--- src/hw/bit_merge_pkg.sv ---
package bit_merge_pkg;

   // width of one producer field and of one merged output word
   localparam int DATA_W = 21;

   // storage of one bit FIFO, room for two full fields
   localparam int FIFO_BITS = 2 * DATA_W;

   // widths and levels run from 0 up to FIFO_BITS
   localparam int CNT_W = $clog2(FIFO_BITS + 1);

   typedef logic [CNT_W-1:0]     cnt_t;
   typedef logic [DATA_W-1:0]    data_t;
   typedef logic [FIFO_BITS-1:0] store_t;

   // fill level of a full FIFO, as a level-sized value
   localparam cnt_t FULL_LEVEL = cnt_t'(FIFO_BITS);

   // field order of the merged word
   // ORDER_AB puts channel A at the MSB end
   typedef enum logic {
      ORDER_AB = 1'b0,
      ORDER_BA = 1'b1
   } order_e;

endpackage
--- src/hw/bit_rd_if.sv ---
`timescale 1ns/1ps

interface bit_rd_if;

   // read strobe and width, from the reader
   logic                             rd;
   logic [bit_merge_pkg::CNT_W-1:0]  rwidth;

   // oldest rwidth bits, MSB-first with zeros below
   logic [bit_merge_pkg::DATA_W-1:0] rdata;

   // number of bits currently held
   logic [bit_merge_pkg::CNT_W-1:0]  rlevel;

   modport fifo (
      input  rd,
      input  rwidth,
      output rdata,
      output rlevel
   );

   modport reader (
      output rd,
      output rwidth,
      input  rdata,
      input  rlevel
   );

endinterface

--- src/hw/bit_merge_top.sv ---
`timescale 1ns/1ps

module bit_merge_top (
   input  logic                             clk_i,
   input  logic                             arst_n_i,
   input  logic                             clear_i,

   // channel A producer
   input  logic                             write_a_i,
   input  logic [bit_merge_pkg::CNT_W-1:0]  wwidth_a_i,
   input  logic [bit_merge_pkg::DATA_W-1:0] wdata_a_i,
   output logic [bit_merge_pkg::CNT_W-1:0]  wlevel_a_o,

   // channel B producer
   input  logic                             write_b_i,
   input  logic [bit_merge_pkg::CNT_W-1:0]  wwidth_b_i,
   input  logic [bit_merge_pkg::DATA_W-1:0] wdata_b_i,
   output logic [bit_merge_pkg::CNT_W-1:0]  wlevel_b_o,

   // merge setup
   input  logic [bit_merge_pkg::CNT_W-1:0]  field_a_w_i,
   input  logic [bit_merge_pkg::CNT_W-1:0]  field_b_w_i,
   input  bit_merge_pkg::order_e            order_i,

   // merged output, cannot be stalled
   output logic [bit_merge_pkg::DATA_W-1:0] word_o,
   output logic                             word_valid_o
);

   // read side of each channel
   bit_rd_if a_rd ();
   bit_rd_if b_rd ();

   bit_fifo i_fifo_a (
      .clk_i    (clk_i),
      .arst_n_i (arst_n_i),
      .clear_i  (clear_i),
      .write_i  (write_a_i),
      .wwidth_i (wwidth_a_i),
      .wdata_i  (wdata_a_i),
      .wlevel_o (wlevel_a_o),
      .rd       (a_rd.fifo)
   );

   bit_fifo i_fifo_b (
      .clk_i    (clk_i),
      .arst_n_i (arst_n_i),
      .clear_i  (clear_i),
      .write_i  (write_b_i),
      .wwidth_i (wwidth_b_i),
      .wdata_i  (wdata_b_i),
      .wlevel_o (wlevel_b_o),
      .rd       (b_rd.fifo)
   );

   // draws both channels and packs the word
   bit_merger i_merger (
      .clk_i        (clk_i),
      .arst_n_i     (arst_n_i),
      .clear_i      (clear_i),
      .a_rd         (a_rd.reader),
      .b_rd         (b_rd.reader),
      .field_a_w_i  (field_a_w_i),
      .field_b_w_i  (field_b_w_i),
      .order_i      (order_i),
      .word_o       (word_o),
      .word_valid_o (word_valid_o)
   );

endmodule

--- src/hw/bit_merger.sv ---
`timescale 1ns/1ps

module bit_merger (
   input  logic                             clk_i,
   input  logic                             arst_n_i,
   input  logic                             clear_i,

   bit_rd_if.reader                         a_rd,
   bit_rd_if.reader                         b_rd,

   // field_a_w_i + field_b_w_i must not exceed DATA_W
   input  logic [bit_merge_pkg::CNT_W-1:0]  field_a_w_i,
   input  logic [bit_merge_pkg::CNT_W-1:0]  field_b_w_i,
   input  bit_merge_pkg::order_e            order_i,

   output logic [bit_merge_pkg::DATA_W-1:0] word_o,
   output logic                             word_valid_o
);

   logic                 a_ready;
   logic                 b_ready;
   logic                 fire;
   bit_merge_pkg::data_t first_field;
   bit_merge_pkg::data_t second_field;
   bit_merge_pkg::cnt_t  first_w;
   bit_merge_pkg::data_t packed_word;

   // each channel holds at least one field
   assign a_ready = a_rd.rlevel >= field_a_w_i;
   assign b_ready = b_rd.rlevel >= field_b_w_i;

   // an all-zero width setting would only produce empty words
   assign fire = a_ready && b_ready && (|{field_a_w_i, field_b_w_i});

   // both channels are drawn in the same cycle
   assign a_rd.rwidth = field_a_w_i;
   assign b_rd.rwidth = field_b_w_i;
   assign a_rd.rd     = fire;
   assign b_rd.rd     = fire;

   // pick which field leads the word
   always_comb begin
      unique case (order_i)
         bit_merge_pkg::ORDER_AB: begin
            first_field  = a_rd.rdata;
            second_field = b_rd.rdata;
            first_w      = field_a_w_i;
         end
         bit_merge_pkg::ORDER_BA: begin
            first_field  = b_rd.rdata;
            second_field = a_rd.rdata;
            first_w      = field_b_w_i;
         end
         default: begin
            first_field  = a_rd.rdata;
            second_field = b_rd.rdata;
            first_w      = field_a_w_i;
         end
      endcase
   end

   // fields arrive left-aligned with zeros below
   // so the second one just slides in under the first
   assign packed_word = first_field | (second_field >> first_w);

   // valid pulse, one cycle per fire
   always_ff @(posedge clk_i or negedge arst_n_i) begin
      if (!arst_n_i) begin
         word_valid_o <= 1'b0;
      end else if (clear_i) begin
         word_valid_o <= 1'b0;
      end else begin
         word_valid_o <= fire;
      end
   end

   // output word, held until the next fire
   always_ff @(posedge clk_i) begin
      if (fire && !clear_i) begin
         word_o <= packed_word;
      end
   end

endmodule

--- src/hw/bit_fifo.sv ---
`timescale 1ns/1ps

module bit_fifo (
   input  logic                             clk_i,
   input  logic                             arst_n_i,
   input  logic                             clear_i,

   input  logic                             write_i,
   input  logic [bit_merge_pkg::CNT_W-1:0]  wwidth_i,
   input  logic [bit_merge_pkg::DATA_W-1:0] wdata_i,
   output logic [bit_merge_pkg::CNT_W-1:0]  wlevel_o,

   bit_rd_if.fifo                           rd
);

   // rotate towards the LSB end, s below FIFO_BITS
   function automatic bit_merge_pkg::store_t rot_right(
      input bit_merge_pkg::store_t x,
      input bit_merge_pkg::cnt_t   s
   );
      rot_right = (x >> s) | (x << (bit_merge_pkg::FIFO_BITS - s));
   endfunction

   // rotate towards the MSB end, s below FIFO_BITS
   function automatic bit_merge_pkg::store_t rot_left(
      input bit_merge_pkg::store_t x,
      input bit_merge_pkg::cnt_t   s
   );
      rot_left = (x << s) | (x >> (bit_merge_pkg::FIFO_BITS - s));
   endfunction

   // w ones at the MSB end of a field
   function automatic bit_merge_pkg::data_t lead_mask(
      input bit_merge_pkg::cnt_t w
   );
      lead_mask = ~({bit_merge_pkg::DATA_W{1'b1}} >> w);
   endfunction

   // advance a pointer, wrapping modulo FIFO_BITS
   function automatic bit_merge_pkg::cnt_t ptr_add(
      input bit_merge_pkg::cnt_t p,
      input bit_merge_pkg::cnt_t w
   );
      logic [bit_merge_pkg::CNT_W:0] sum;
      sum = {1'b0, p} + {1'b0, w};
      if (sum >= {1'b0, bit_merge_pkg::FULL_LEVEL}) begin
         sum = sum - {1'b0, bit_merge_pkg::FULL_LEVEL};
      end
      ptr_add = sum[bit_merge_pkg::CNT_W-1:0];
   endfunction

   // storage position 0 sits at the MSB of store_q
   bit_merge_pkg::store_t store_q;
   bit_merge_pkg::cnt_t   wptr_q;
   bit_merge_pkg::cnt_t   rptr_q;
   bit_merge_pkg::cnt_t   level_q;

   bit_merge_pkg::data_t  wfield_mask;
   bit_merge_pkg::store_t wdata_rot;
   bit_merge_pkg::store_t wmask_rot;
   bit_merge_pkg::store_t rdata_rot;
   bit_merge_pkg::cnt_t   add_w;
   bit_merge_pkg::cnt_t   sub_r;

   // only the leading wwidth bits of the field are kept
   assign wfield_mask = lead_mask(wwidth_i);

   // field and mask moved to the write pointer
   assign wdata_rot = rot_right({wdata_i & wfield_mask, {bit_merge_pkg::DATA_W{1'b0}}}, wptr_q);
   assign wmask_rot = rot_right({wfield_mask, {bit_merge_pkg::DATA_W{1'b0}}}, wptr_q);

   // oldest bit brought up to the MSB
   assign rdata_rot = rot_left(store_q, rptr_q);

   assign rd.rdata  = rdata_rot[bit_merge_pkg::FIFO_BITS-1 -: bit_merge_pkg::DATA_W]
                      & lead_mask(rd.rwidth);
   assign rd.rlevel = level_q;
   assign wlevel_o  = bit_merge_pkg::FULL_LEVEL - level_q;

   // zero-width strobes leave the level alone
   assign add_w = write_i ? wwidth_i : '0;
   assign sub_r = rd.rd ? rd.rwidth : '0;

   // pointers and fill count
   always_ff @(posedge clk_i or negedge arst_n_i) begin
      if (!arst_n_i) begin
         wptr_q  <= '0;
         rptr_q  <= '0;
         level_q <= '0;
      end else if (clear_i) begin
         wptr_q  <= '0;
         rptr_q  <= '0;
         level_q <= '0;
      end else begin
         if (write_i) begin
            wptr_q <= ptr_add(wptr_q, wwidth_i);
         end
         if (rd.rd) begin
            rptr_q <= ptr_add(rptr_q, rd.rwidth);
         end
         // read and write may land in the same cycle
         level_q <= level_q + add_w - sub_r;
      end
   end

   // bit storage
   // a write only touches free positions, so a read in the same cycle is safe
   always_ff @(posedge clk_i) begin
      if (write_i && !clear_i) begin
         store_q <= (store_q & ~wmask_rot) | wdata_rot;
      end
   end

endmodule

--- config.mk ---
export PLATFORM = sky130hd
export DESIGN_NAME = bit_merge_top
export DESIGN_NICKNAME = d
export VERILOG_FILES = /design/src/hw/bit_merge_pkg.sv /design/src/hw/bit_rd_if.sv /design/src/hw/bit_merge_top.sv /design/src/hw/bit_merger.sv /design/src/hw/bit_fifo.sv
export SDC_FILE = /design/constraint.sdc
export NUM_CORES = 2
export LEC_CHECK = 0
export BUFFER_PORTS_ARGS = -buffer_cell sky130_fd_sc_hd__buf_2
export CORE_UTILIZATION = 35
export CTS_CLUSTER_DIAMETER = 120
export DETAILED_ROUTE_END_ITERATION = 12
export GPL_TIMING_DRIVEN = 0
export SLEW_MARGIN = 20
export SYNTH_ARGS = -nofsm -noshare
export SYNTH_HDL_FRONTEND = slang
export SYNTH_SLANG_ARGS = --single-unit
--- constraint.sdc ---
create_clock -name clk_i -period 4.99 [get_ports clk_i]
set_input_delay 0.2495 -clock clk_i [delete_from_list [all_inputs] [get_ports clk_i]]
set_output_delay 0.2495 -clock clk_i [all_outputs]
set_load 0.05 [all_outputs]
# After elaboration in Yosys (flattened, before gate mapping)
# Index checks and enable logic that the tools add are counted.
# totals
latchBits	0
reg_bits	142
n_memories	0
rom_bits	0
ram_bits	0
elab_cells	105
in_bits	72
out_inout_bits	34
# op_classes
n_lt_le_gt_ge	6
mul	0
addsub	18
shift	17
n_bitwise	22
div	0
muxes	22
n_reduce_logical	10
eq_ne	0
# ops
cell	n
bitwise OR 42 bit	8
<< shifter 42 x 32 -> 42 bit	4
right shift 42 x 6 -> 42 bit	4
2-to-1 mux 6 bit	18
bitwise AND 21 bit	4
bitwise AND 42 bit	2
inverter 21 bit	4
inverter 42 bit	2
case mux 21 bit (2 select lines)	2
<< shifter 42 x 6 -> 42 bit	2
right shift 21 x 6 -> 21 bit (first input constant)	4
right shift 42 x 32 -> 42 bit	2
adder 6 x 6 -> 7 bit	4
greater-or-equal comparator 7 x 6 -> 1 bit (second input constant)	4
subtractor 6 x 6 -> 7 bit (first input constant)	4
subtractor 6 bit (second input constant)	4
bitwise OR 21 bit	1
right shift 21 x 6 -> 21 bit	1
adder 6 bit	2
greater-or-equal comparator 6 bit	2
case mux 6 bit (2 select lines)	1
OR reduction 12 bit	1
subtractor 6 bit	2
subtractor 6 bit (first input constant)	2
other kinds (5)	11

# Depth between registers and ports, before layout
# logic_depth
ltp_word	7
mapped_depth	21
depth_no_buf	20

# Hierarchy
# A second synthesis with hierarchy kept.
# hier_totals
hier_cells	3661
hier_area_um2	29460.8
# modules_own_cells
mod	cells_per_inst	area_each_um2	instances
bit_fifo at i_fifo_b	1659	13351.6	1
bit_fifo at i_fifo_a	1709	13310.3	1
bit_merger	293	2798.9	1

# Worst setup path before layout
# No wires, ideal clock.
# synth_path
path_kind	input port to flip-flop
from	input field_b_w_i[1] (netlist bit)
to	register i_merger.word_o[0] (netlist bit) (enable)
arrival_time_ns	3.767
path_slack_ns	0.768
stages	10
path_buffers	2
path_cell_list	clkbuf_1 > clkinv_1 > ha_1 > a21o_1 > a21o_1 > a21o_1 > a21o_1 > a21oi_1 > clkbuf_1 > nor4_1
# synth_between
elab_chain_cells	4
elab_cells_between_ends	5
# synth_rtl
item	line_no	text
start: declaration	bit_merge_top.sv:22	input logic [bit_merge_pkg::CNT_W-1:0] field_b_w_i,
greater-or-equal comparator 6 bit	bit_merger.sv:30	assign b_ready = b_rd.rlevel >= field_b_w_i;
logical AND 1 bit	bit_merger.sv:33	assign fire = a_ready && b_ready && (|{field_a_w_i, field_b_w_i});
logical AND 1 bit (*)	bit_merger.sv:33	
logical AND 1 bit (*)	bit_merger.sv:79	if (fire && !clear_i) begin
end signal: assignment	bit_merger.sv:80	word_o <= packed_word;
end: declaration	bit_merger.sv:16	output logic [bit_merge_pkg::DATA_W-1:0] word_o,
# Mark *: on every way between the ends. The rest lies on a longest branch, timed or not.
# A chain may end at the register's enable or synchronous reset.

# Final worst setup path
# layout_path
from	register i_fifo_b.rptr_q[1]
to	register i_merger.word_o[9] (netlist bit) (data pin)
# layout_between
elab_chain_cells	7
elab_cells_between_ends	9
# layout_rtl
item	line_no	text
start: declaration	bit_fifo.sv:55	bit_merge_pkg::cnt_t rptr_q;
start signal: assignment	bit_fifo.sv:99	rptr_q <= ptr_add(rptr_q, rd.rwidth);
subtractor 6 x 6 -> 7 bit	bit_fifo.sv:29	rot_left = (x << s) | (x >> (bit_merge_pkg::FIFO_BITS - s));
right shift 42 x 32 -> 42 bit	bit_fifo.sv:29	
bitwise OR 42 bit (*)	bit_fifo.sv:29	
bitwise AND 21 bit (*)	bit_fifo.sv:76	& lead_mask(rd.rwidth);
case mux 21 bit (2 select lines)	bit_merger.sv:43	unique case (order_i)
right shift 21 x 6 -> 21 bit	bit_merger.sv:64	assign packed_word = first_field | (second_field >> first_w);
bitwise OR 21 bit (*)	bit_merger.sv:64	
named net i_merger.packed_word[9]	bit_merger.sv:26	bit_merge_pkg::data_t packed_word;
# The timed path passes the listed nets; every way through them passes the cells marked *.

==> results.yml <==
synth:
  synth-main-ff-cell: "edfxtp_1"
  yosys_warnings: 0
  synth_cell_types: 119
  syn_nets: 3980
  synth-edff-count: 105
  synthArstFlopShare_pct: 26.06
  ys_seq_area_share_pct: 14.08
  avgSynthCellArea_sq_um: 7.554
  synthCells: 3836
  synth_area_sq_um: 28980
  yosys_register_bits: 142
floorplan:
  die_h_microns: 289.7
  start_util_pct: 35.34
  core_area_sq_um: 81980
  num_rows: 105
  fp.dieArea_sq_um: 83940
  die_w_microns: 289.7
  ioPinCount: 106
timing:
  hold_ws_ns: 0.1764
  maxSlewViolCount: 0
  finClkSkew_ns: 0.01828
  worst_slew_margin_rel_pct: 16.46
  hold_violations: 0
  fin_crit_sh_pct: 96.36
  finalSetupViolations: 0
  max_freq_ghz: 0.2080
  rsz0062_at_grt: "no"
  min_period_ns: 4.808
  worst_pin_slew_ns: 1.240
power:
  p_leak_nw: 11.79
  powerDensity_nw_per_um2: 630.1
  total_power_mw: 19.88
  ir_drop_mv: 0.2931
min_path:
  whs_path_depth: 3
  min_to: "i_fifo_b.wptr_q[3]"
  hold_path_class: "in -> reg"
  min_from: "write_b_i"
route:
  viasPerCell: 6.861
  drc: 0
  via_count: 34620
  drtAntennaViolNets: 0
  avgRoutedWirePerCell_microns: 29.90
  totalWireLength_mm: 150.9
  drt_pre_antenna_iters: 7
  drt_iter0_drc: 5139
setup_path:
  worstSetupEndpointType: "flip-flop"
  r2r_slack_ns: 0.18
  crit_arrival_ns: 5.04
  worstSetupPathType: "reg -> reg"
  r2r-start: "i_fifo_b.rptr_q[1]"
  cp-start-kind: "flip-flop"
  r2r_cells: 13
  r2r_end: "i_merger.word_o[9]"
  crit_required_ns: 5.22
  critPathMaxFanout: 10
cts:
  path_clk_slew_ns: 0.08
  cts_made_buffers: 17
  clock_tree.root_cell: "clkbuf_16"
  worstSkewPairLatency_ns: 0.50
  cts_max_level: 4
  cts_tree: "done"
  cts_setup_buffers: 0
  clk_path_buf_depth: 2
  cts.sinks: 142
finish:
  final_common_cell: "nor2_1"
  drive_gt1_share_pct: 12.86
  syn2layout_area_growth_pct: 8.878
  final_area_sq_um: 31550
  nets: 4106
  layout_common_cells: "400 x nor2_1, 387 x nand2_1, 331 x o21ai_0"
placement:
  placed_cell_area_sq_um: 30900
  dp_hpwl_mm: 119.9
  place.gp.congestion: 1.091
  numPortBuffers: 101
run:
  cap_violations: 0
status:
  status: "finished, final reports clean"
global_route:
  grt_max_degree: 38
  grt_pass1_vias: 32230
  grt_usage_pct: 34.96
  grt_pass1_wl_mm: 219.2
  overflow: 0
  antenna_found_initial: 1
[final cells by class]
| type | count | area [sq um] |
|---|---|---|
| multi-input cells | 3241 | 22940 |
| inverters | 107 | 401.6 |
| well taps | 1070 | 1339 |
| repair buffers | 107 | 573.1 |
| fillers | 8783 | 50430 |
| clock inverters | 15 | 195.2 |
| diodes | 1 | 2.502 |
| flip-flops and latches | 142 | 4079 |
| clock buffers | 17 | 425.4 |
| plain buffers | 346 | 1593 |
[worst max path at each step]
stage                             startpoint                    end  slack (ns)  depth (start not counted)
final                     i_fifo_b.rptr_q[1]     i_merger.word_o[9]        0.18                         13
after detailed placement      field_a_w_i[1]  i_fifo_b.rd.rlevel[5]       -0.26                         22
after floorplan               field_b_w_i[1]     i_merger.word_o[0]        0.77                         10
after global placement        field_a_w_i[1]    i_merger.word_o[17]       -1.16                         11
after global routing      i_fifo_b.rptr_q[1]     i_merger.word_o[9]        0.06                         13
after CTS                     field_a_w_i[1]  i_fifo_b.rd.rlevel[5]        0.25                         22
[per-stage QoR]
stage / setup WS, ns / setup TNS [ns] / instances / util (%)
detailed placement: -0.2633 / -0.3840 / 5012 / 37.69
CTS: 0.2544 / 0 / 5045 / 38.46
finish: 0.1818 / 0 / 5046 / 38.48
floorplan: 0.7677 / 0 / 3836 / -
global route: 0.06099 / 0 / 5046 / 38.48
global placement: -1.158 / -25.69 / 5007 / 37.59
[repair_timing]
item,in CTS,in global routing
endpoints found under the hold margin,37,0
hold buffers,1,0
endpoints found under the setup margin,0,1
gates resized for setup,0,1
[Yosys cell counts, types with 47 or more instances]
cell type / count / area (sq um)
edfxtp_1: 105 / 3153
nor3_1: 70 / 350.3
mux4_2: 108 / 2432
a21oi_1: 283 / 1416
xnor2_1: 55 / 481.7
nor2_1: 400 / 1501
mux2_2: 100 / 1126
nand2_1: 387 / 1453
o22ai_1: 72 / 450.4
clkbuf_1: 224 / 840.8
o21ai_0: 332 / 1662
a211oi_1: 60 / 450.4
ha_1: 58 / 725.7
nand3_1: 123 / 615.6
o221ai_1: 47 / 411.6
o211ai_1: 71 / 533.0
a31oi_1: 49 / 306.5
mux2i_1: 300 / 3003
inv_1: 96 / 360.4
a22oi_1: 56 / 420.4
[kinds of logic after synthesis]
kind of cell,count (synthesis),synth area share (%)
AOI/OAI and AO/OA,1348,30.95
and+or+nand+nor,1233,19.37
muxes,514,22.98
buffers and inverters,453,6.883
DFF,142,14.08
adders and majority gates,74,3.541
xor gates and xnor gates,72,2.202
[power breakdown]
group	total [mW]	internal [mW]	switching (mW)
clock	1.40	0.764	0.639
sequential	2.37	1.82	0.550
combinational	16.1	5.44	10.7
total	19.9	8.02	11.9
[registers in the layout, indices dropped and copies added, names as in the netlist]
register               flops
i_fifo_a.wptr_q            6
i_fifo_a.store_q          42
i_fifo_b.store_q          42
i_fifo_b.rd.rlevel         6
i_merger.word_valid_o      1
i_merger.word_o           21
i_fifo_b.rptr_q            6
i_fifo_a.rd.rlevel         6
i_fifo_a.rptr_q            6
i_fifo_b.wptr_q            6
[per-layer routing]
metal  wire length [microns]  vias to the layer above  GRT usage [%]
li1                        -                    14870              -
met1                   61280                    16420          47.94
met2                   62270                     2743          51.06
met3                   16830                      588          6.099
met4                   10480                        0          20.75
met5                       0                        -              0
[worst max-delay path, cell delays in order (launching register included)]
cell	delay (ns)
dfrtp_1	0.45
ha_1	0.33
clkbuf_1	0.26
buf_2	0.34
mux2i_1	0.39
nor2_1	0.08
a31oi_1	0.39
o22ai_1	0.14
a21oi_1	0.67
nor2_1	0.28
a21o_1	0.28
nor4_1	0.64
and2_1	0.22
o31ai_1	0.08
Power figures use the tool's default switching activity.
